[config.mk]
export PLATFORM = sky130hd
export DESIGN_NAME = regfile
export DESIGN_NICKNAME = d
export VERILOG_FILES = /design/src/common/npc_pkg.sv /design/src/design/regfile.sv
export VERILOG_INCLUDE_DIRS = /design/src /design/src/common
export SDC_FILE = /design/constraint.sdc
export NUM_CORES = 2
export LEC_CHECK = 0
export BUFFER_PORTS_ARGS = -buffer_cell sky130_fd_sc_hd__buf_4
export CAP_MARGIN = 10
export CORE_MARGIN = 1
export CORE_UTILIZATION = 30
export CTS_BUF_LIST = sky130_fd_sc_hd__clkbuf_2 sky130_fd_sc_hd__clkbuf_4 sky130_fd_sc_hd__clkbuf_8
export DETAILED_ROUTE_END_ITERATION = 8
export SYNTH_ARGS = -nofsm -noshare
export SYNTH_HDL_FRONTEND = slang
export SYNTH_SLANG_ARGS = --single-unit
[constraint.sdc]
create_clock -name clk -period 4.6 [get_ports clk]
set_clock_uncertainty 0.1 [all_clocks]
set_input_delay 0.69 -clock clk [delete_from_list [all_inputs] [get_ports clk]]
set_output_delay 0.69 -clock clk [all_outputs]
set_load 0.02 [all_outputs]
[src/common/npc_params.svh]
// core-wide widths and the reset pc, included by any file that sizes a datapath or a register
`ifndef NPC_PARAMS_SVH
`define NPC_PARAMS_SVH

// ****************************************
// datapath
// ****************************************

// data and pc width
`define NPC_XLEN 64

// number of general registers
`define NPC_NREG 32

// ****************************************
// reset
// ****************************************

// first fetch address after reset
`define NPC_RESET_PC 64'h0

`endif

[src/common/npc_pkg.sv]
// shared types of the core, referenced by scoped name from every stage and the top level
`include "npc_params.svh"

package npc_pkg;

	// ****************************************
	// scalar types
	// ****************************************

	// one data word or one pc
	typedef logic [`NPC_XLEN-1:0] xlen_t;

	// general register index
	typedef logic [$clog2(`NPC_NREG)-1:0] reg_addr_t;

	// operation selected by decode, carried to execute
	typedef enum logic [3:0] {
		alu_add    = 4'd0,
		alu_sub    = 4'd1,
		alu_and    = 4'd2,
		alu_or     = 4'd3,
		alu_xor    = 4'd4,
		// lui just forwards operand b
		alu_pass_b = 4'd5,
		alu_jal    = 4'd6,
		alu_beq    = 4'd7,
		alu_bne    = 4'd8,
		alu_nop    = 4'd9
	} alu_op_t;

	// ****************************************
	// stage payloads
	// ****************************************

	// fetch to decode
	typedef struct packed {
		xlen_t       pc;
		logic [31:0] inst;
	} fetch_pkt_t;

	// decode to execute, operand b already holds the i/u immediate
	typedef struct packed {
		xlen_t     pc;
		alu_op_t   op;
		xlen_t     a;
		xlen_t     b;
		// branch or jump offset
		xlen_t     imm;
		reg_addr_t rd;
		logic      wen;
	} issue_pkt_t;

	// execute to writeback
	typedef struct packed {
		xlen_t     pc;
		reg_addr_t rd;
		logic      wen;
		xlen_t     value;
	} wb_pkt_t;

endpackage

[src/design/regfile.sv]
// general register file with two combinational read ports and one synchronous write port
`include "npc_params.svh"

module regfile (
	input  logic               clk,
	input  npc_pkg::reg_addr_t raddr_a,
	input  npc_pkg::reg_addr_t raddr_b,
	output npc_pkg::xlen_t     rdata_a,
	output npc_pkg::xlen_t     rdata_b,
	input  logic               wen,
	input  npc_pkg::reg_addr_t waddr,
	input  npc_pkg::xlen_t     wdata
);

	// storage, entry 0 is never written
	npc_pkg::xlen_t regs [`NPC_NREG];

	// ****************************************
	// write port
	// ****************************************

	// x0 is hardwired, drop writes to it
	always_ff @(posedge clk) begin
		if (wen && waddr != '0) begin
			regs[waddr] <= wdata;
		end
	end

	// ****************************************
	// read ports
	// ****************************************

	// x0 reads zero
	assign rdata_a = (raddr_a == '0) ? '0 : regs[raddr_a];

	// same for port b
	assign rdata_b = (raddr_b == '0) ? '0 : regs[raddr_b];

endmodule

==> flow_summary_export.csv <==
group,metric,value,unit
finish,area_growth,16.8,%
timing,fin_crit_sh,90.5,%
yosys,synth_edf_count,2048,
critical_path,worst_setup_path_start_kind,"input pin",
yosys,synth_compound_area_share,4.09,%
timing,hold_viol,0,
yosys,synth_top_family_by_area,"multiplexers",
yosys,yosys.cell_types.count,48,
yosys,synth_ff_type,"edfxtp_1",
yosys,synth-seq-cells,2048,
floorplanning,num_rows,205,
critical_path,crit_path_end_kind,"output port",
critical_path,crit_fanout,30,
critical_path,worstPathRequired,3810,ps
critical_path,setup.worst_path.start,"raddr_a[3]",
drt,drt_iter0_markers,6722,
hold_path,hp-class,"input pin to flop",
yosys,synth_adder_area_share,0,%
global_routing,grt_antenna_before_repair,28,
yosys,synthSimpleGateAreaFrac,1.59,%
power_and_ir_drop,p_leak,35.1,nW
finish,multi_input_area,31200,sq um
drt,wl_per_cell,32.3,um
yosys,synth_cells,4565,
clock_tree,clock-root-buffer,"clkbuf_8",
clock_tree,cts_setup_buffers,0,
critical_path,worstPathArrival,3370,ps
floorplanning,ioPinCount,209,
clock_tree,clock_sinks,2048,
outcome,status,"complete, no violations",
yosys,muxShareOfSynthArea,26.9,%
timing,worst_slew_pin_slew,982,ps
floorplanning,start_util,30.1,%
finish,filler_cell_count,28900,
drt,num_vias,54500,
timing,slew_violations,0,
yosys,synth_area_per_cell,20.6,sq um
floorplanning,die_w,562,um
place,place.gp.congestion,0.781,
clock_tree,cts_tree,"done",
hold_path,hp-start,"wdata[35]",
yosys,netlist_area,93900,sq um
drt,viasPerCell,5.72,
power_and_ir_drop,ir_worst_vdd,0.000233,V
finish,regMostFlops,"regs",
yosys,synth_xor_area_share,0,%
floorplanning,core-area,312000,sq um
critical_path,critPathMaxStageDelay,640,ps
global_routing,grt_pass1_wl,428000,um
critical_path,path_cells,"clkbuf_8, inv_8, buf_4, mux4_2, nor2_1, nor4_1, buf_4, buf_4",
global_routing,grt_usage,19.1,%
power_and_ir_drop,powerDensity,371,nW/um^2
clock_tree,clockBufferDepth,4,
critical_path,critPathKind,"input pin to output port",
drt,postRouteWirelength,308000,um
drt,firstDrtPassIters,5,
finish,final_layout_size_suffix_gt1_share,39.5,%
floorplanning,fp.dieArea,315000,sq um
place,portBuffers,208,
yosys,ys_warn_count,0,
timing,rsz0062_at_grt,"no",
timing,setup_tns,0,ps
clock_tree,cts_inserted_buffers,337,
global_routing,grt_max_degree,99,
timing,layout_min_cycle_time,4160,ps
place,place_hpwl,170000,um
timing,max-slew-margin-rel,34.3,%
yosys,synthArstFlopShare,0,%
timing,max_freq,0.240,GHz
drt,drcViolationCount,0,
finish,largest_reg_flops,2048,
critical_path,cpMaxStageDelayCell,"nor4_1",
drt,antenna_left,0,
critical_path,crit_top_cell,"buf_4",
clock_tree,path_clk_slew,60,ps
timing,setup_viol,0,
job,cap_violations,0,
finish,reg_top3,"regs: 2048 flops",
floorplanning,die_h,562,um
global_routing,globalRouteOverflowTotal,0,
finish,nNetsFinal,5212,
power_and_ir_drop,total_power,40.7,mW
clock_tree,htreeDepth,5,
finish,regArea,61500,sq um
global_routing,grt_pass1_vias,55500,
yosys,ys_seq_area_share,65.5,%
-- power breakdown --
group          leakage (nW)  switching [mW]  internal (mW)
registers              18.5           0.107           20.8
clock network          3.41            7.39           8.31
logic                  13.2            2.35           1.74
total                  35.1            9.84           30.9
-- repair_timing --
action / CTS / global route
hold buffers: 47 / 0
resized for setup: 0 / 0
endpoints found under the hold margin: 1009 / 0
-- per-layer routing --
metal,global-route usage (%),vias up,share of wire (%)
met3,2.63,548,7.6
met4,6.25,6,3.4
met5,0,-,0.011
met1,25.8,29800,40
li1,-,21300,-
met2,31.7,2914,49
-- cell usage after synthesis (41+ instances only) --
master | count | area (sq um)
and3_1 | 59 | 369
a21o_1 | 49 | 368
buf_1 | 41 | 154
a22o_1 | 59 | 517
nor3_1 | 64 | 320
o221ai_1 | 69 | 604
nor2_1 | 43 | 161
o22ai_1 | 70 | 438
buf_2 | 115 | 576
a221oi_1 | 68 | 596
mux4_2 | 920 | 20700
a22oi_1 | 75 | 563
clkbuf_1 | 161 | 604
nand2_1 | 71 | 267
edfxtp_1 | 2048 | 61500
mux2i_1 | 284 | 2840
a211oi_1 | 58 | 435
buf_4 | 43 | 323
mux2_2 | 149 | 1680
-- layout by cell type (no fill, tap or decap), types with 5 or more instances in the layout --
cell | synthesis | final
a21oi_1 | 7 | 7
clkinv_2 | 0 | 25
clkbuf_4 | 0 | 122
a21o_1 | 49 | 49
nor3_1 | 64 | 63
a221oi_1 | 68 | 68
a22oi_1 | 75 | 75
mux2_2 | 149 | 149
a221o_1 | 6 | 6
conb_1 | 1 | 64
a31oi_1 | 9 | 9
nand2_1 | 71 | 70
nor2_1 | 43 | 11
o221ai_1 | 69 | 69
buf_12 | 0 | 100
nand3_1 | 7 | 7
bufinv_16 | 0 | 6
a22o_1 | 59 | 59
a211oi_1 | 58 | 58
nor4_1 | 9 | 6
dlygate4sd3_1 | 0 | 47
edfxtp_1 | 2048 | 2048
nor2_4 | 0 | 32
mux4_2 | 920 | 920
and3_1 | 59 | 59
nand2b_1 | 9 | 9
clkbuf_8 | 0 | 350
mux2i_1 | 284 | 284
o22ai_1 | 70 | 70
nand3b_1 | 8 | 8
buf_4 | 43 | 386
clkinv_1 | 0 | 83
clkinvlp_4 | 0 | 5
a21boi_0 | 5 | 5
-- final timing paths --
check	to	slack, ps	depth (start not counted)
worst min-delay path	regs[30][35]$_DFFE_PP_	50	1
worst max-delay path	rdata_a[15]	440	8
-- worst max-delay path, delay by kind of cell --
family        cells  cell delay, ps
mux               1             340
simple gates      2             690
buf+inv           5            1550
-- area by class of cell --
cell class              count  share of cell area (%)
diodes                      3                 0.00684
inverters                   2                  0.0137
well taps                4140                    4.72
flip-flops and latches   2048                    56.0
multi-input cells        2202                    28.4
clock inverters           126                   0.659
clock buffers             469                    5.19
repair buffers            540                    4.99
-- cells by family after synthesis --
kind of cell	Yosys count
compound gates	493
buf+inv	378
flops	2048
mux	1353
other cells	1
simple gates	292
-- per-stage QoR --
step	util (%)	hold slack (ps)	instance area, sq um	instances	worst slack [ps]
after global routing	35.2	37.2	110000	9528	426
after detailed placement	33.0	1000	103000	8885	504
after CTS	35.2	1.53	110000	9527	500
after floorplan	-	689	94200	4628	2.23
final	35.2	55.0	110000	9530	436
after global placement	33.0	997	103000	8885	491
(Power assumes the default switching activity.)
