**config.mk**
```make
export PLATFORM = sky130hd
export DESIGN_NAME = ifu_flat
export DESIGN_NICKNAME = d
export VERILOG_FILES = /design/src/common/npc_pkg.sv /design/src/common/stage_if.sv /design/src/ifu/ifu.sv /design/src/flat_wrapper.sv
export VERILOG_INCLUDE_DIRS = /design/src /design/src/common
export SDC_FILE = /design/constraint.sdc
export NUM_CORES = 1
export LEC_CHECK = 0
export BUFFER_PORTS_ARGS = -buffer_cell sky130_fd_sc_hd__buf_2
export CAP_MARGIN = 30
export CORE_MARGIN = 3
export CORE_UTILIZATION = 52
export DETAILED_ROUTE_END_ITERATION = 8
export GPL_TIMING_DRIVEN = 0
export HOLD_SLACK_MARGIN = 0.15
export PLACE_DENSITY = 0.86
export SYNTH_ARGS = -nofsm -noshare
export SYNTH_HDL_FRONTEND = slang
export SYNTH_SLANG_ARGS = --single-unit
```
**constraint.sdc**
```tcl
create_clock -name clk -period 3.8 [get_ports clk]
set_clock_uncertainty 0.05 [all_clocks]
set_input_delay 0.38 -clock clk [delete_from_list [all_inputs] [get_ports clk]]
set_output_delay 0.38 -clock clk [all_outputs]
set_load 0.05 [all_outputs]
```
**src/common/npc_params.svh**
```systemverilog
// core-wide widths and the reset pc, included by any file that sizes a datapath or a register
`ifndef NPC_PARAMS_SVH
`define NPC_PARAMS_SVH

// ****************************************
// datapath
// ****************************************

// data and pc width
`define NPC_XLEN 64

// number of general registers
`define NPC_NREG 32

// ****************************************
// reset
// ****************************************

// first fetch address after reset
`define NPC_RESET_PC 64'h0

`endif

```
**src/common/npc_pkg.sv**
```systemverilog
// shared types of the core, referenced by scoped name from every stage and the top level
`include "npc_params.svh"

package npc_pkg;

	// ****************************************
	// scalar types
	// ****************************************

	// one data word or one pc
	typedef logic [`NPC_XLEN-1:0] xlen_t;

	// general register index
	typedef logic [$clog2(`NPC_NREG)-1:0] reg_addr_t;

	// operation selected by decode, carried to execute
	typedef enum logic [3:0] {
		alu_add    = 4'd0,
		alu_sub    = 4'd1,
		alu_and    = 4'd2,
		alu_or     = 4'd3,
		alu_xor    = 4'd4,
		// lui just forwards operand b
		alu_pass_b = 4'd5,
		alu_jal    = 4'd6,
		alu_beq    = 4'd7,
		alu_bne    = 4'd8,
		alu_nop    = 4'd9
	} alu_op_t;

	// ****************************************
	// stage payloads
	// ****************************************

	// fetch to decode
	typedef struct packed {
		xlen_t       pc;
		logic [31:0] inst;
	} fetch_pkt_t;

	// decode to execute, operand b already holds the i/u immediate
	typedef struct packed {
		xlen_t     pc;
		alu_op_t   op;
		xlen_t     a;
		xlen_t     b;
		// branch or jump offset
		xlen_t     imm;
		reg_addr_t rd;
		logic      wen;
	} issue_pkt_t;

	// execute to writeback
	typedef struct packed {
		xlen_t     pc;
		reg_addr_t rd;
		logic      wen;
		xlen_t     value;
	} wb_pkt_t;

endpackage

```
**src/common/stage_if.sv**
```systemverilog
// valid/ready link between two pipeline stages, instantiated once per payload type
interface stage_if #(
	parameter type payload_t = logic
) ();

	// producer has a packet this cycle
	logic valid;

	// consumer takes it at the next edge
	logic ready;

	// packet body, stable while valid and not yet taken
	payload_t payload;

	// ****************************************
	// views
	// ****************************************

	// producing stage
	modport src (
		output valid,
		output payload,
		input  ready
	);

	// consuming stage
	modport dst (
		input  valid,
		input  payload,
		output ready
	);

endinterface

```
**src/ifu/ifu.sv**
```systemverilog
// fetch stage, drives the fetch address and buffers one instruction toward decode
`include "npc_params.svh"

module ifu (
	input  logic           clk,
	input  logic           rst,
	output npc_pkg::xlen_t pc,
	input  logic [31:0]    inst,
	input  logic           redirect,
	input  npc_pkg::xlen_t redirect_pc,
	stage_if.src           id
);

	// fetch address
	npc_pkg::xlen_t pc_q;

	// one-entry buffer toward decode
	logic                pkt_valid;
	npc_pkg::fetch_pkt_t pkt_q;

	// buffer empty or handing off this cycle
	logic advance;

	assign advance = !pkt_valid || id.ready;

	// ****************************************
	// pc and buffer control
	// ****************************************

	// redirect drops the held packet, the target is fetched next cycle
	// under back-pressure pc and packet both hold
	always_ff @(posedge clk) begin
		if (rst) begin
			pc_q      <= `NPC_RESET_PC;
			pkt_valid <= 1'b0;
		end else if (redirect) begin
			pc_q      <= redirect_pc;
			pkt_valid <= 1'b0;
		end else if (advance) begin
			pc_q      <= pc_q + npc_pkg::xlen_t'(4);
			pkt_valid <= 1'b1;
		end
	end

	// inst belongs to the pc presented this cycle
	always_ff @(posedge clk) begin
		if (!redirect && advance) begin
			pkt_q.pc   <= pc_q;
			pkt_q.inst <= inst;
		end
	end

	// ****************************************
	// outputs
	// ****************************************
	assign pc         = pc_q;
	assign id.valid   = pkt_valid;
	assign id.payload = pkt_q;

endmodule

```
**src/flat_wrapper.sv**
```systemverilog
// flat-port wrapper written by rule: the top's interface ports become plain ports
module ifu_flat 
  (clk, rst, pc, inst, redirect, redirect_pc, id_valid, id_payload, id_ready);
  stage_if id_i ();
  input  logic clk;
  input  logic rst;
  output npc_pkg::xlen_t pc;
  input  logic [31:0] inst;
  input  logic redirect;
  input  npc_pkg::xlen_t redirect_pc;
  output wire logic [$bits(id_i.valid)-1:0] id_valid;
  output wire logic [$bits(id_i.payload)-1:0] id_payload;
  input wire logic [$bits(id_i.ready)-1:0] id_ready;
  assign id_valid = id_i.valid;
  assign id_payload = id_i.payload;
  assign id_i.ready = id_ready;
  ifu u_core (.clk(clk), .rst(rst), .pc(pc), .inst(inst), .redirect(redirect), .redirect_pc(redirect_pc), .id(id_i));
endmodule
```
==> out/summary.md <==
The run finished with clean final reports. Fill cells in the final layout number 643. The buffers plus inverters on the worst setup path is 1, and the worst hold path stage count is 3.

At the end of the flow the core is filled with cells to 68.2%. At the pin with the least slew margin, the transition time is 0.716 ns. The run gives 7290 µm² as the area of the core. Global routing consumed, over all layers together, 28.9% of the routing resources.

Relative to the synthesized area, the layout overhead comes to 26.4%. The first global-routing pass estimated 20.2 mm of wire. The Yosys warning count is 0. The tools report the type of origin of the critical path as a register.

The tools report the DRC marker count from the first detailed-route iteration as 312. In the routed design, unresolved DRC markers number 0. Setup violations remaining at the end of the flow were counted as 0. The logs give 36.8% for the global routing met1 resource utilization and 4,209 for the via count of the first global-routing pass. In the final routed layout, each cell accounts on average for 17.6 µm. The worst slack after detailed placement was 1.07 ns. The count of buffers added on input and output ports is 133. The run gives 0 as the count of antenna diodes in the layout. For the hold violation count in the final report, the log shows 0.

The floorplan has 31 rows. The overall die width is 93.0 µm. Highest attainable clock frequency: 356 MHz. The final weighted congestion in routability-driven placement was 0.971. The multi-input logic area is 2450 µm².

The die covers 8640 µm². The I/O pin count came out at 166. The arrival time reported for the critical path endpoint was 2.99 ns; the count of buffers added by post-CTS timing repair for setup was 0. The power density over the cells was 389 nW/µm². Data on the critical path is required at its endpoint by 3.98 ns. Most used routing layer: met2.

For this run, the leading register cell type out of synthesis is sky130_fd_sc_hd__dfxtp_1. Clock tree synthesis selected as its root buffer the cell sky130_fd_sc_hd__clkbuf_8. Setup repair after global routing left no endpoint under its margin.

After detailed placement, the total cell area comes to 4720 µm². The area of all placed cells without fillers was 4970 µm². The accumulated negative setup slack was 0 ns; the post-detailed-placement half-perimeter wirelength was 9.43 mm. The aggregate global routing overflow is 0, and the fraction of layout instances using a drive strength above 1 is 26.2%. The die span in y was 93.0 µm. For the final standard cell count with taps included and fillers excluded, the log shows 729. The library cell used most frequently in the layout, excluding fill and tap cells, is sky130_fd_sc_hd__buf_2. Clock latency on the worst-skew pair, taken at its later pin, is 0.36 ns. In this run the worst path has a maximum fanout of 10. TritonCTS built the clock tree. In this run the mean area of a mapped cell was 8.20 µm². The tools report the maximum clock path buffer count as 2.

Traced cell by cell, the critical path runs through nand4_2 > nor4_2 > nand4b_1 > clkbuf_1 > o31ai_1 > nand3_1. After synthesis the cells add up to 3930 µm². For the initial antenna violation count, the log shows 0.

In this run the worst hold path is classified as in -> reg. In this run the number of H-tree levels came out at 3. The global-route track usage on met2 was 46.3%; the mean number of vias per cell was 6.25. Total wirelength of the detailed-routed design: 12.8 mm.

The kind of cell with the highest combined delay along the critical path is simple AND/OR/NAND/NOR gates. The distinct cell type count after synthesis is 49, and the depth of the critical timing path with buffers and inverters included is 6. The top cell types in the final layout, fill and taps aside, are sky130_fd_sc_hd__buf_2, sky130_fd_sc_hd__dfxtp_1, sky130_fd_sc_hd__nor2_1, sky130_fd_sc_hd__nand2_1, sky130_fd_sc_hd__nand3_1.

The max-capacitance violation count is 0, and the largest stage delay on the critical path is 0.63 ns. The detailed router placed 4,556 vias in this run. Synthesis handed over a netlist of 480 instances.

The run gives 12 as the pin count of the biggest net entering global routing. For the net count of the finished layout, the log shows 726. For this run, asynchronously set or reset flops after synthesis account for 0%.

Global routing used 6.03% of the available met3 tracks. The count of final max-slew check failures came out at 0. After synthesis the netlist holds a flip-flop and latch count of 66. Once placement completed, the tool counted placed cells totaling 712. The tools report the maximum resistive drop on vdd as 284 µV.

Registers take 1330 µm². The clock sink count was 66; the post-synthesis net count was 581. Setup slack on the critical path of the routed design comes to 0.988 ns. For the initial core utilization, the log shows 53.9%. The clock period minus worst slack was 2.81 ns.

Counting cells, the worst reg-to-reg path comes to 6. After layout, the worst path uses 74.0% of the clock period. The slowest stage of the critical path is the sky130_fd_sc_hd__nor4_2 cell. The clock transition time at the flip-flop clock pins of the worst setup and hold paths works out to 0.08 ns.

Summed over all cells, the static leakage comes to 1.98 nW. The run gives 9 as the total clock buffers created by CTS. The number of enable flip-flop cells after synthesis was 1; the number of optimization iterations in the first detailed-route pass was 5. The critical path is of the reg -> reg type. Summing the sequential cell areas from Yosys gives 33.8% of the chip area. The nature of the critical path endpoint was a register. Worst slew margin relative to its limit: 52.2%. The detail route stage leaves a number of antenna-violating nets equal to 0.
[Yosys cell counts, types with 3 or more instances]
master | instances | area (µm²)
sky130_fd_sc_hd__nor3_1 | 13 | 65.1
sky130_fd_sc_hd__mux2i_1 | 4 | 40.0
sky130_fd_sc_hd__xnor2_1 | 14 | 123
sky130_fd_sc_hd__nand4_2 | 3 | 37.5
sky130_fd_sc_hd__a211oi_1 | 25 | 188
sky130_fd_sc_hd__xor2_1 | 18 | 158
sky130_fd_sc_hd__nor4_4 | 4 | 85.1
sky130_fd_sc_hd__clkbuf_1 | 26 | 97.6
sky130_fd_sc_hd__o21ai_0 | 10 | 50.1
sky130_fd_sc_hd__nor4_1 | 5 | 31.3
sky130_fd_sc_hd__a31oi_1 | 8 | 50.1
sky130_fd_sc_hd__a311oi_1 | 14 | 123
sky130_fd_sc_hd__nand3_1 | 28 | 140
sky130_fd_sc_hd__or3_1 | 12 | 75.1
sky130_fd_sc_hd__a21oi_1 | 9 | 45.0
sky130_fd_sc_hd__nand4b_1 | 3 | 26.3
sky130_fd_sc_hd__inv_1 | 9 | 33.8
sky130_fd_sc_hd__and3_1 | 10 | 62.6
sky130_fd_sc_hd__and4_1 | 9 | 78.8
sky130_fd_sc_hd__nand2_1 | 39 | 146
sky130_fd_sc_hd__nand4_1 | 19 | 119
sky130_fd_sc_hd__nor2_1 | 56 | 210
sky130_fd_sc_hd__dfxtp_1 | 65 | 1300
sky130_fd_sc_hd__or4_1 | 15 | 113
sky130_fd_sc_hd__and2_1 | 9 | 56.3
sky130_fd_sc_hd__nand2b_1 | 3 | 18.8
sky130_fd_sc_hd__o211ai_1 | 15 | 113
sky130_fd_sc_hd__o31ai_1 | 6 | 45.0
sky130_fd_sc_hd__o31a_1 | 3 | 26.3
[final timing paths]
| path | start | to | slack, ns |
|---|---|---|---|
| worst min-delay path | redirect_pc[3] | u_core.pc[3] | 0.20 |
| worst max register to register | u_core.pc[4] | u_core.pc[59] | 0.99 |
| worst min register to register | u_core.pc[1] | u_core.pc[1] | 0.45 |
| worst max-delay path | u_core.pc[4] | u_core.pc[59] | 0.99 |
[power breakdown]
part / leakage (nW) / switching [W] / internal, W
clock network: 0.119 / 0.000288 / 0.000422
registers: 0.549 / 0.0000691 / 0.000742
logic: 1.31 / 0.000293 / 0.000118
total: 1.98 / 0.000650 / 0.00128
[metal layers]
metal	vias to the layer above	share of wire, %
met5	-	0
met4	0	3.0
met3	41	11
met2	296	47
met1	2105	39
li1	2114	-
[area by class of cell]
type / instances / area share [%]
buffer: 29 / 2.34
inverter: 9 / 0.680
timing repair buffer: 134 / 13.6
multi-input combinational: 376 / 49.3
clock buffer: 12 / 3.32
sequential: 66 / 26.8
clock inverter: 4 / 1.46
tap: 99 / 2.49
[per-stage QoR]
| step | power, W | hold slack [ns] |
|---|---|---|
| 6_report | 0.00193 | 0.203 |
| 2_1_floorplan | 0.00110 | 0.414 |
| 4_1_cts | 0.00193 | 0.196 |
| 5_1_grt | 0.00199 | 0.220 |
| 3_5_place_dp | 0.00123 | 0.446 |
| 3_3_place_gp | 0.00122 | 0.419 |
[sequential cells by signal (all words and copies together), names as in the netlist]
signal	count
u_core.id.valid	1
u_core.id.payload	1
u_core.pc	64
[worst min-delay path, cell delays in order]
cell	delay, ns
sky130_fd_sc_hd__buf_2	0.07
sky130_fd_sc_hd__a21oi_1	0.05
sky130_fd_sc_hd__nor2_1	0.07
[timing repair]
| item | 4_1_cts | 5_1_grt |
|---|---|---|
| hold endpoints to repair | 1 | 0 |
| gates resized for setup | 0 | 0 |
| hold buffers | 1 | 0 |
[logic make-up (layout without fill, tap and decap cells)]
logic type               after synthesis  after routing  share of synthesized area (%)
AO/OA/AOI/OAI                        101            101                           18.8
multiplexers                           4              4                           1.02
XOR/XNOR                              32             32                           7.12
AND/OR/NAND/NOR                      238            238                           35.1
flip-flops                            66             66                           33.8
buffers and inverters                 38            188                           3.82
adder cells (fa/ha/maj)                1              1                          0.318
(Power assumes the default switching activity.)
