$ cat src/common/npc_params.svh
// core-wide widths and the reset pc, included by any file that sizes a datapath or a register
`ifndef NPC_PARAMS_SVH
`define NPC_PARAMS_SVH

// ****************************************
// datapath
// ****************************************

// data and pc width
`define NPC_XLEN 64

// number of general registers
`define NPC_NREG 32

// ****************************************
// reset
// ****************************************

// first fetch address after reset
`define NPC_RESET_PC 64'h0

`endif

$ cat src/common/npc_pkg.sv
// shared types of the core, referenced by scoped name from every stage and the top level
`include "npc_params.svh"

package npc_pkg;

	// ****************************************
	// scalar types
	// ****************************************

	// one data word or one pc
	typedef logic [`NPC_XLEN-1:0] xlen_t;

	// general register index
	typedef logic [$clog2(`NPC_NREG)-1:0] reg_addr_t;

	// operation selected by decode, carried to execute
	typedef enum logic [3:0] {
		alu_add    = 4'd0,
		alu_sub    = 4'd1,
		alu_and    = 4'd2,
		alu_or     = 4'd3,
		alu_xor    = 4'd4,
		// lui just forwards operand b
		alu_pass_b = 4'd5,
		alu_jal    = 4'd6,
		alu_beq    = 4'd7,
		alu_bne    = 4'd8,
		alu_nop    = 4'd9
	} alu_op_t;

	// ****************************************
	// stage payloads
	// ****************************************

	// fetch to decode
	typedef struct packed {
		xlen_t       pc;
		logic [31:0] inst;
	} fetch_pkt_t;

	// decode to execute, operand b already holds the i/u immediate
	typedef struct packed {
		xlen_t     pc;
		alu_op_t   op;
		xlen_t     a;
		xlen_t     b;
		// branch or jump offset
		xlen_t     imm;
		reg_addr_t rd;
		logic      wen;
	} issue_pkt_t;

	// execute to writeback
	typedef struct packed {
		xlen_t     pc;
		reg_addr_t rd;
		logic      wen;
		xlen_t     value;
	} wb_pkt_t;

endpackage

$ cat src/design/scoreboard.sv
// busy bit per general register, marks a write that has issued but not yet written back
`include "npc_params.svh"

module scoreboard (
	input  logic                clk,
	input  logic                rst,
	input  logic                issue,
	input  npc_pkg::reg_addr_t  issue_rd,
	input  logic                wb_wen,
	input  npc_pkg::reg_addr_t  wb_rd,
	output logic [`NPC_NREG-1:0] busy
);

	// ****************************************
	// busy bits
	// ****************************************

	// set on issue, cleared on writeback
	// decode stalls on a busy rd, so both never hit the same bit
	always_ff @(posedge clk) begin
		if (rst) begin
			busy <= '0;
		end else begin
			// x0 never becomes busy
			if (issue && issue_rd != '0) begin
				busy[issue_rd] <= 1'b1;
			end
			// result lands in the register file at this same edge
			if (wb_wen && wb_rd != '0) begin
				busy[wb_rd] <= 1'b0;
			end
		end
	end

endmodule

$ cat config.mk
export PLATFORM = sky130hd
export DESIGN_NAME = scoreboard
export DESIGN_NICKNAME = d
export VERILOG_FILES = /design/src/common/npc_pkg.sv /design/src/design/scoreboard.sv
export VERILOG_INCLUDE_DIRS = /design/src /design/src/common
export SDC_FILE = /design/constraint.sdc
export NUM_CORES = 1
export LEC_CHECK = 0
export BUFFER_PORTS_ARGS = -buffer_cell sky130_fd_sc_hd__buf_2
export CORE_MARGIN = 2
export CORE_UTILIZATION = 51
export CTS_BUF_LIST = sky130_fd_sc_hd__clkbuf_8
export CTS_CLUSTER_SIZE = 8
export DETAILED_ROUTE_END_ITERATION = 7
export GPL_TIMING_DRIVEN = 1
export PLACE_DENSITY = 0.87
export SLEW_MARGIN = 20
export SYNTH_ARGS = -nofsm -noshare
export SYNTH_HDL_FRONTEND = slang
export SYNTH_SLANG_ARGS = --single-unit
$ cat constraint.sdc
create_clock -name clk -period 1.1 [get_ports clk]
set_input_delay 0.11 -clock clk [delete_from_list [all_inputs] [get_ports clk]]
set_output_delay 0.11 -clock clk [all_outputs]
set_load 0.005 [all_outputs]
==> run metrics, run 1 <==
number of global-route vias before repair 1,166; Hold WS 0.101 ns; Worst Max-Slew Pin Slew 0.382 ns; first-iteration detailed-routing DRC count 38; highest clock frequency the design can meet 1.15 GHz; pin count of the biggest net entering global routing 33; synthesized instance count 135; GRT overflow 0; critical path data arrival time 0.76 ns; initial core utilization 0.539; synthesized net count 149; proportion of layout cells with a drive suffix above 1 0.397; CP Cell Sequence buf_2; largest area contributor in the synthesized netlist dfxtp_1; Crit path buffers/inverters 1; data required time at the worst endpoint 0.99 ns; kind of cell adding the most delay to the critical path flip-flops; number of distinct library cells after synthesis 17; post-synthesis register bit count 32; unrepaired setup endpoints after global routing no; fill cell count 200; number of flip-flops in the largest register 32; port buffer count 45; hold buffers post-CTS 0; final design utilization 0.705; width of the die 55.2 microns; vertical die dimension 55.2 microns; core area 2480 sq um; number of antenna violations at the first check in global routing 0; last weighted congestion value of the routability-driven placer 0.941; sequential area share after synthesis 0.479; all-layer global routing usage 0.281; class of the worst hold path primary input to register; Setup Viol. Count Final 0; post-CTS sizing 0; via count of the routed design 1,337; kind of start point of the critical path register; Slew headroom 0.743; detail-routed net length per standard cell 17.3 microns; mean post-synth cell area 9.90 sq um; first-pass GRT wire length 5.78 mm; post-route fraction of the period consumed by the critical path 0.790; worst skew pair latency 0.28 ns; Sinks on Clock Net 32; most repeated cell in the gate-level netlist after synthesis dfxtp_1; post-route clock skew 0 ns; boundary pin count 46; TritonCTS clock tree done; Post-synth EDFFs 0; crit-path max cell delay 0.35 ns; IR Drop Worst-Case VDD 1150 uV; deepest clock path buffer count 2; number of buffers inserted during clock tree synthesis 5; count of unresolved DRC violations after routing 0; Final Max Tran Viols 0; asr flop ratio synth 0; drt via density 6.11; Cell Area, Synth 1340 sq um; final total negative setup slack 0 ns; register name with the most flops busy; Final nets 202; CTS root buf clkbuf_8; leakage power summed over all cells 0.761 nW; worst-path fanout max 2; class of the most critical setup path register to output port; number of hold-slack violations in the final timing report 0; routed wire length 3.78 mm; result of the run completed; Detailed Routing Iterations Pass 1 4; DP Wirelength 2.79 mm; row cnt 18; area growth from synthesis to layout 30.6%; count of warnings emitted by yosys 0; htree depth 2; Worst Setup End Kind output port; area share of the largest cell type after synthesis 0.479; Cell Pwr Density 1350 nW/um^2; top cells by count, synth dfxtp_1, a21oi_1, a211oi_1, and3_1, a311oi_1; biggest area contributors in the synthesized netlist dfxtp_1, a21oi_1, a211oi_1; Slowest cell on crit path dfxtp_1; total inserted antenna cells 0; clock-pin slew of the registers on the worst-case setup and hold paths 0.07 ns; number of maximum-capacitance violations 0; commonest register cell after synthesis dfxtp_1; floorplan die area 3050 sq um; ANT nets after route 0; number of buffers inserted to repair setup after CTS 0; clock period minus worst slack 0.869 ns; registers with the most flip-flops busy: 32 flops
-- through the flow --
step | std cells | instance area [sq um] | power, mW | setup WS, ns
after floorplan | 135 | 1340 | 1.33 | 0.255
after global placement | 211 | 1650 | 1.44 | 0.0693
after detailed placement | 211 | 1650 | 1.45 | 0.00501
after CTS | 219 | 1750 | 2.36 | 0.220
after global routing | 219 | 1750 | 2.43 | 0.176
final | 219 | 1750 | 2.36 | 0.231
-- path summary, 6_finish.rpt --
kind              slack [ns]     start  cells past startpoint       end
setup reg to reg        0.34  busy[18]                      2  busy[18]
hold reg to reg         0.46   busy[0]                      1   busy[0]
hold / removal          0.10  wb_rd[1]                      2  busy[15]
setup / recovery        0.23   busy[4]                      1   busy[4]
-- final cells by class --
cell class | instances | area [sq um] | area share
inverter | 1 | 3.75 | 0.00215
tap | 30 | 37.5 | 0.0215
sequential | 32 | 641 | 0.367
multi-input combinational | 91 | 643 | 0.368
clock buffer | 6 | 82.6 | 0.0473
clock inverter | 2 | 10.0 | 0.00573
timing repair buffer | 57 | 328 | 0.188
-- power by group --
group          switching [mW]  internal, mW
combinational           0.151        0.0967
clock                   0.437         0.499
sequential            0.00736          1.17
total                   0.595          1.77
-- placed cells by master, fill, tap and decap left out --
| cell type | Yosys | layout |
|---|---|---|
| and3b_2 | 2 | 2 |
| a211oi_1 | 20 | 20 |
| nor2b_1 | 4 | 4 |
| a21oi_1 | 31 | 31 |
| clkbuf_8 | 0 | 6 |
| and2_1 | 2 | 2 |
| nor3b_2 | 3 | 3 |
| buf_4 | 0 | 11 |
| nor3b_4 | 1 | 1 |
| inv_1 | 1 | 1 |
| and3_1 | 8 | 8 |
| and3b_1 | 3 | 3 |
| buf_2 | 6 | 45 |
| nor2_1 | 3 | 3 |
| buf_12 | 0 | 1 |
| a311oi_1 | 7 | 7 |
| a311oi_2 | 4 | 4 |
| nor3_1 | 3 | 3 |
| clkinv_2 | 0 | 2 |
| dfxtp_1 | 32 | 32 |
-- cell families after synthesis --
family                 synth area share
AOI/OAI and AO/OA                 0.319
and+or+nand+nor                   0.162
DFF                               0.479
buffers and inverters            0.0393
-- layer usage --
metal	track usage	up-vias	part of all wire
li1	-	628	-
met1	0.362	630	0.42
met2	0.440	70	0.47
met3	0.0645	9	0.085
met4	0.138	0	0.021
met5	0	-	0
Note: power is estimated with default switching activity, not from simulation.
==> run 2: changes to the inputs <==
==> constraint.sdc (replaced) <==
create_clock -name clk -period 0.8 [get_ports clk]
set_input_delay 0.08 -clock clk [delete_from_list [all_inputs] [get_ports clk]]
set_output_delay 0.08 -clock clk [all_outputs]
set_load 0.005 [all_outputs]
==> run 2 against run 1 <==
Net effect:
- the run now ends with setup timing left
- count of clock-buffer cells in the layout is the same
- critical path depth unchanged
- first-iteration DRC count rose by 58%
- sequential share of layout area down 3.5 points
- die area did not move
==> run metrics, run 2 (synthesis results as in run 1) <==
path depth of the worst reg2reg path 3 (+1); critical path data arrival time 0.75 ns (about the same); Slowest cell on crit path dfxtp_2; detail-routed net length per standard cell 18.6 microns (+8.0%); first-iteration detailed-routing DRC count 60 (+58%); port buffer count 45 (unchanged); class of the worst hold path primary input to register; number of maximum-capacitance violations 0 (unchanged); most common cell after layout, fill and taps aside dfxtp_2; first-pass GRT wire length 6.24 mm (+7.9%); final design utilization 0.826 (+0.122); Slew headroom 0.721 (-0.0228); class of the most critical setup path register to output port; drt via density 6.13 (+0.34%); ANT nets after route 0 (unchanged); proportion of layout cells with a drive suffix above 1 0.617 (+0.220); number of flip-flops in the largest register 32 (unchanged); all-layer global routing usage 0.305 (+0.0244); total inserted antenna cells 0 (unchanged); highest-count cells in the layout ignoring fill and taps dfxtp_2, buf_4, buf_2; hold buffers post-CTS 0 (unchanged); crit-path max cell delay 0.34 ns (about the same); Final Max Tran Viols 0 (unchanged); worst-path fanout max 2 (unchanged); violated checks setup timing; clock-pin slew of the registers on the worst-case setup and hold paths 0.06 ns (about the same); worst setup slack for register-to-register paths -0.01 ns (-0.35 ns); initial core utilization 0.539 (unchanged); path length in cells of the critical path 1 (unchanged); registers with the most flip-flops busy: 32 flops; kind of start point of the critical path register; floorplan die area 3050 sq um (unchanged); worst reg2reg path startpoint busy[9]; Critical path destination busy[8]; number of hold-slack violations in the final timing report 0 (unchanged); number of antenna violations at the first check in global routing 0 (unchanged); boundary pin count 46 (unchanged); via count of the routed design 1,464 (+9.5%); area used by multi-input combinational logic 663 sq um (+3.1%); DP Wirelength 2.89 mm (+3.6%); highest clock frequency the design can meet 1.21 GHz; kind of cell adding the most delay to the critical path flip-flops; Sinks on Clock Net 32 (unchanged); htree depth 2 (unchanged); CP Cell Sequence buf_2; number of buffers inserted during clock tree synthesis 5 (unchanged); row cnt 18 (unchanged); result of the run finished with violations; count of unresolved DRC violations after routing 0 (unchanged); area used by sequential logic in the layout 681 sq um (+6.3%); register name with the most flops busy; vertical die dimension 55.2 microns (unchanged); post-route fraction of the period consumed by the critical path 1.03; leakage power summed over all cells 0.899 nW (+18%); RR Endpoint busy[9]; worst skew pair latency 0.29 ns (about the same); post-route clock skew 0 ns (unchanged); width of the die 55.2 microns (unchanged); Cell Pwr Density 1630 nW/um^2 (+20%); Crit path buffers/inverters 1 (unchanged); fill cell count 129 (-36%); Detailed Routing Iterations Pass 1 4 (unchanged); unrepaired setup endpoints after global routing yes; pre-CTS setup slack -0.249 ns (-0.254 ns); clock period minus worst slack 0.826 ns; number of global-route vias before repair 1,397 (+20%); deepest clock path buffer count 2 (unchanged); data required time at the worst endpoint 0.72 ns (-0.27 ns); routed wire length 4.46 mm (+18%); CTS root buf clkbuf_8; Worst Setup End Kind output port; Setup Viol. Count Final 28 (+28); final worst setup slack -0.0257 ns (-0.257 ns); last weighted congestion value of the routability-driven placer 0.881 (-6.4%); GRT overflow 0 (unchanged); area growth from synthesis to layout 53.2%; core area 2480 sq um (unchanged); pin count of the biggest net entering global routing 33 (unchanged); Final nets 222 (+9.9%); TritonCTS clock tree done; launch point of the worst path busy[8]; IR Drop Worst-Case VDD 1710 uV (+49%); Worst Max-Slew Pin Slew 0.416 ns (+0.0339 ns)
[run 2: final cells by class]
cell class	count	share of cell area
repair buffers	77	0.279
inverters	1	0.00183
flip-flops and latches	32	0.333
well taps	30	0.0183
clock buffers	6	0.0403
clock inverters	2	0.00367
multi-input cells	91	0.324
[run 2: per-stage QoR]
stage | std cells | hold WS, ns | power (mW) | instance area [sq um] | TNS, ns
floorplan | 135 | 0.152 | 1.83 | 1350 | 0
global placement | 225 | 0.342 | 2.02 | 1760 | -4.16
detailed placement | 225 | 0.370 | 2.04 | 1760 | -5.43
CTS | 237 | 0.0709 | 3.28 | 1920 | -0.149
global route | 239 | 0.0979 | 3.42 | 2050 | -0.825
finish | 239 | 0.0755 | 3.33 | 2050 | -0.182
[run 2: worst min-delay path by stage]
stage,from,endpoint,slack [ns],cells past startpoint
global route,wb_rd[0],busy[7],0.1,2
CTS,wb_rd[1],busy[7],0.07,2
floorplan,rst,busy[0],0.15,1
finish,wb_rd[1],busy[7],0.08,2
detailed placement,wb_rd[1],busy[7],0.37,2
global placement,wb_rd[1],busy[7],0.34,2
[run 2: repair_timing]
| action | in CTS | in global routing |
|---|---|---|
| resized for setup | 32 | 20 |
| buffers inserted | 4 | 2 |
| pin swaps | 0 | 3 |
| endpoints found under the setup margin | 31 | 44 |
[run 2: layer usage]
layer,GRT usage,share of wire
met5,0,0
met1,0.348,0.38
met2,0.500,0.49
met3,0.116,0.10
met4,0.146,0.028
[run 2: worst register-to-register path, cell delays in order, from the launching register on]
cell and delay, ns:
dfxtp_2 0.32, buf_4 0.13, a21oi_1 0.16, a211oi_1 0.07
[run 2: power breakdown]
part           internal, mW  switching, mW  total (mW)
Sequential             1.62         0.0126        1.63
Clock                 0.675          0.602        1.28
Combinational         0.192          0.234       0.426
Total                  2.48          0.849        3.33
==> run 3: changes to the inputs <==
--- a/config.mk
+++ b/config.mk
@@ -7,14 +7,13 @@
 export NUM_CORES = 1
 export LEC_CHECK = 0
 export BUFFER_PORTS_ARGS = -buffer_cell sky130_fd_sc_hd__buf_2
-export CORE_MARGIN = 2
 export CORE_UTILIZATION = 51
 export CTS_BUF_LIST = sky130_fd_sc_hd__clkbuf_8
 export CTS_CLUSTER_SIZE = 8
 export DETAILED_ROUTE_END_ITERATION = 7
 export GPL_TIMING_DRIVEN = 1
 export PLACE_DENSITY = 0.87
-export SLEW_MARGIN = 20
+export SLEW_MARGIN = 10
 export SYNTH_ARGS = -nofsm -noshare
 export SYNTH_HDL_FRONTEND = slang
 export SYNTH_SLANG_ARGS = --single-unit
==> run 3 against run 2 <==
Net effect:
- the run still ends with setup timing left
- sequential share of layout area shrank 0.18 points
- sequential cell count is the same
- global-route usage grew 3.1 points
- via count grew 2.0%
- final area grew 0.55%
- largest cell class is now multi-input gates
==> run metrics, run 3 (synthesis results as in run 1) <==
result of the run finished with violations; violated checks setup timing; total inserted antenna cells 0 (unchanged); first-pass GRT wire length 6.53 mm (+4.8%); area of all placed cells without fillers 2060 sq um (+0.55%); Worst Setup End Kind register; post-route fraction of the period consumed by the critical path 1.06 (+0.0296); core area 2480 sq um (unchanged); worst-path fanout max 8 (+6); port buffer count 45 (unchanged); pin count of the biggest net entering global routing 33 (unchanged); registers with the most flip-flops busy: 32 flops; clock-pin slew of the registers on the worst-case setup and hold paths 0.06 ns (about the same); leakage power summed over all cells 0.917 nW (+2.0%); GRT overflow 0 (unchanged); fill cell count 139 (+7.8%); class of the worst hold path primary input to register; all-layer global routing usage 0.336 (+0.0313); IR Drop Worst-Case VDD 1440 uV (-16%); kind of start point of the critical path primary input; row cnt 18 (unchanged); Detailed Routing Iterations Pass 1 4 (unchanged); data required time at the worst endpoint 0.97 ns (+0.25 ns); drt via density 6.17 (+0.78%); DP Wirelength 2.98 mm (+3.1%); number of antenna violations at the first check in global routing 0 (unchanged); cell count after placement 228 (+1.3%); post-route clock skew 0 ns (unchanged); width of the die 53.2 microns (-3.6%); routed wire length 4.66 mm (+4.6%); Cell Pwr Density 1560 nW/um^2 (-4.4%); most common cell after layout, fill and taps aside buf_4; first-iteration detailed-routing DRC count 63 (+5.0%); number of flip-flops in the largest register 32 (unchanged); Worst Max-Slew Pin Slew 0.432 ns (+0.0159 ns); Final nets 226 (+1.8%); initial core utilization 0.539 (unchanged); clock period minus worst slack 0.849 ns (+0.0237 ns); count of unresolved DRC violations after routing 0 (unchanged); vertical die dimension 53.2 microns (-3.6%); overall power of the completed layout 3.20 mW (-3.9%); detail-routed net length per standard cell 19.3 microns (+3.3%); number of hold-slack violations in the final timing report 0 (unchanged); number of maximum-capacitance violations 0 (unchanged); cell area after placement 1780 sq um (+1.3%); worst skew pair latency 0.28 ns (about the same); ANT nets after route 0 (unchanged); critical path data arrival time 1.02 ns (+0.27 ns); TritonCTS clock tree done; highest-count cells in the layout ignoring fill and taps buf_4, buf_2, dfxtp_2; Final Max Tran Viols 0 (unchanged); register name with the most flops busy; area growth from synthesis to layout 54.0%; last weighted congestion value of the routability-driven placer 0.846 (-4.0%); final worst setup slack -0.0494 ns (-0.0237 ns); hold buffers post-CTS 0 (unchanged); final standard cell count with taps included and fillers excluded 242 (+1.3%); Sinks on Clock Net 32 (unchanged); number of buffers inserted during clock tree synthesis 5 (unchanged); CTS root buf clkbuf_8; deepest clock path buffer count 2 (unchanged); floorplan die area 2830 sq um (-7.1%); Slew headroom 0.710 (-0.0107); Hold WS 0.125 ns (+0.0498 ns); htree depth 2 (unchanged); proportion of layout cells with a drive suffix above 1 0.627 (+0.0101); via count of the routed design 1,494 (+2.0%); Setup Viol. Count Final 9 (-68%); highest clock frequency the design can meet 1.18 GHz (-2.8%); class of the most critical setup path primary input to register; boundary pin count 46 (unchanged); number of global-route vias before repair 1,342 (-3.9%); unrepaired setup endpoints after global routing yes
## run 3: cell types whose count changed in the layout (fill, tap and decap cells not counted), moves of 2 or more
cell	before	now
buf_6	15	9
buf_2	30	34
buf_4	31	35
a21oi_2	2	0
clkbuf_4	0	2
nor3b_2	2	0
nor3b_4	2	4
## run 3: path summary, 6_finish.rpt
| kind | start | to | slack [ns] | depth (start not counted) |
|---|---|---|---|---|
| max | issue_rd[3] | busy[29] | -0.05 | 4 |
| min | wb_rd[0] | busy[15] | 0.13 | 3 |
| max reg2reg | busy[3] | busy[3] | -0.01 | 3 |
| min reg2reg | busy[0] | busy[0] | 0.50 | 1 |
## run 3: metrics by stage
step                utilization  setup WS (ns)  TNS [ns]
floorplan                     -       0.000107         0
global placement          0.719         -0.186     -4.34
detailed placement        0.719         -0.246     -5.49
CTS                       0.785        -0.0104   -0.0943
global route              0.831        -0.0378    -0.774
finish                    0.831        -0.0494    -0.109
## run 3: power by group
part           total [mW]  internal [mW]  switching (mW)  leakage, nW
clock network        1.12          0.577           0.542       0.0452
registers            1.63           1.62          0.0120        0.274
logic               0.456          0.205           0.251        0.597
total                3.20           2.40           0.804        0.917
## run 3: cell type report
type,count,area [sq um],share of cell area
Timing Repair Buffer,81,569,0.277
Multi-Input combinational cell,91,689,0.335
Tap cell,30,37.5,0.0182
Clock buffer,5,68.8,0.0334
Inverter,1,3.75,0.00182
Sequential cell,32,681,0.331
Clock inverter,2,8.76,0.00426
## run 3: layer usage
| metal | GRT usage | share of wire |
|---|---|---|
| met5 | 0 | 0 |
| met1 | 0.394 | 0.37 |
| met4 | 0.180 | 0.031 |
| met3 | 0.109 | 0.088 |
| met2 | 0.538 | 0.51 |
## run 3: critical path, stage by stage
cell	delay [ns]
buf_2	0.21
and3_1	0.34
a21oi_1	0.13
a211oi_1	0.27
## run 3: repair_timing
item,4_1_cts,5_1_grt
setup buffers,5,2
pin swaps,0,4
resized for setup,31,20
setup endpoints to repair,29,42
hold endpoints to repair,0,0
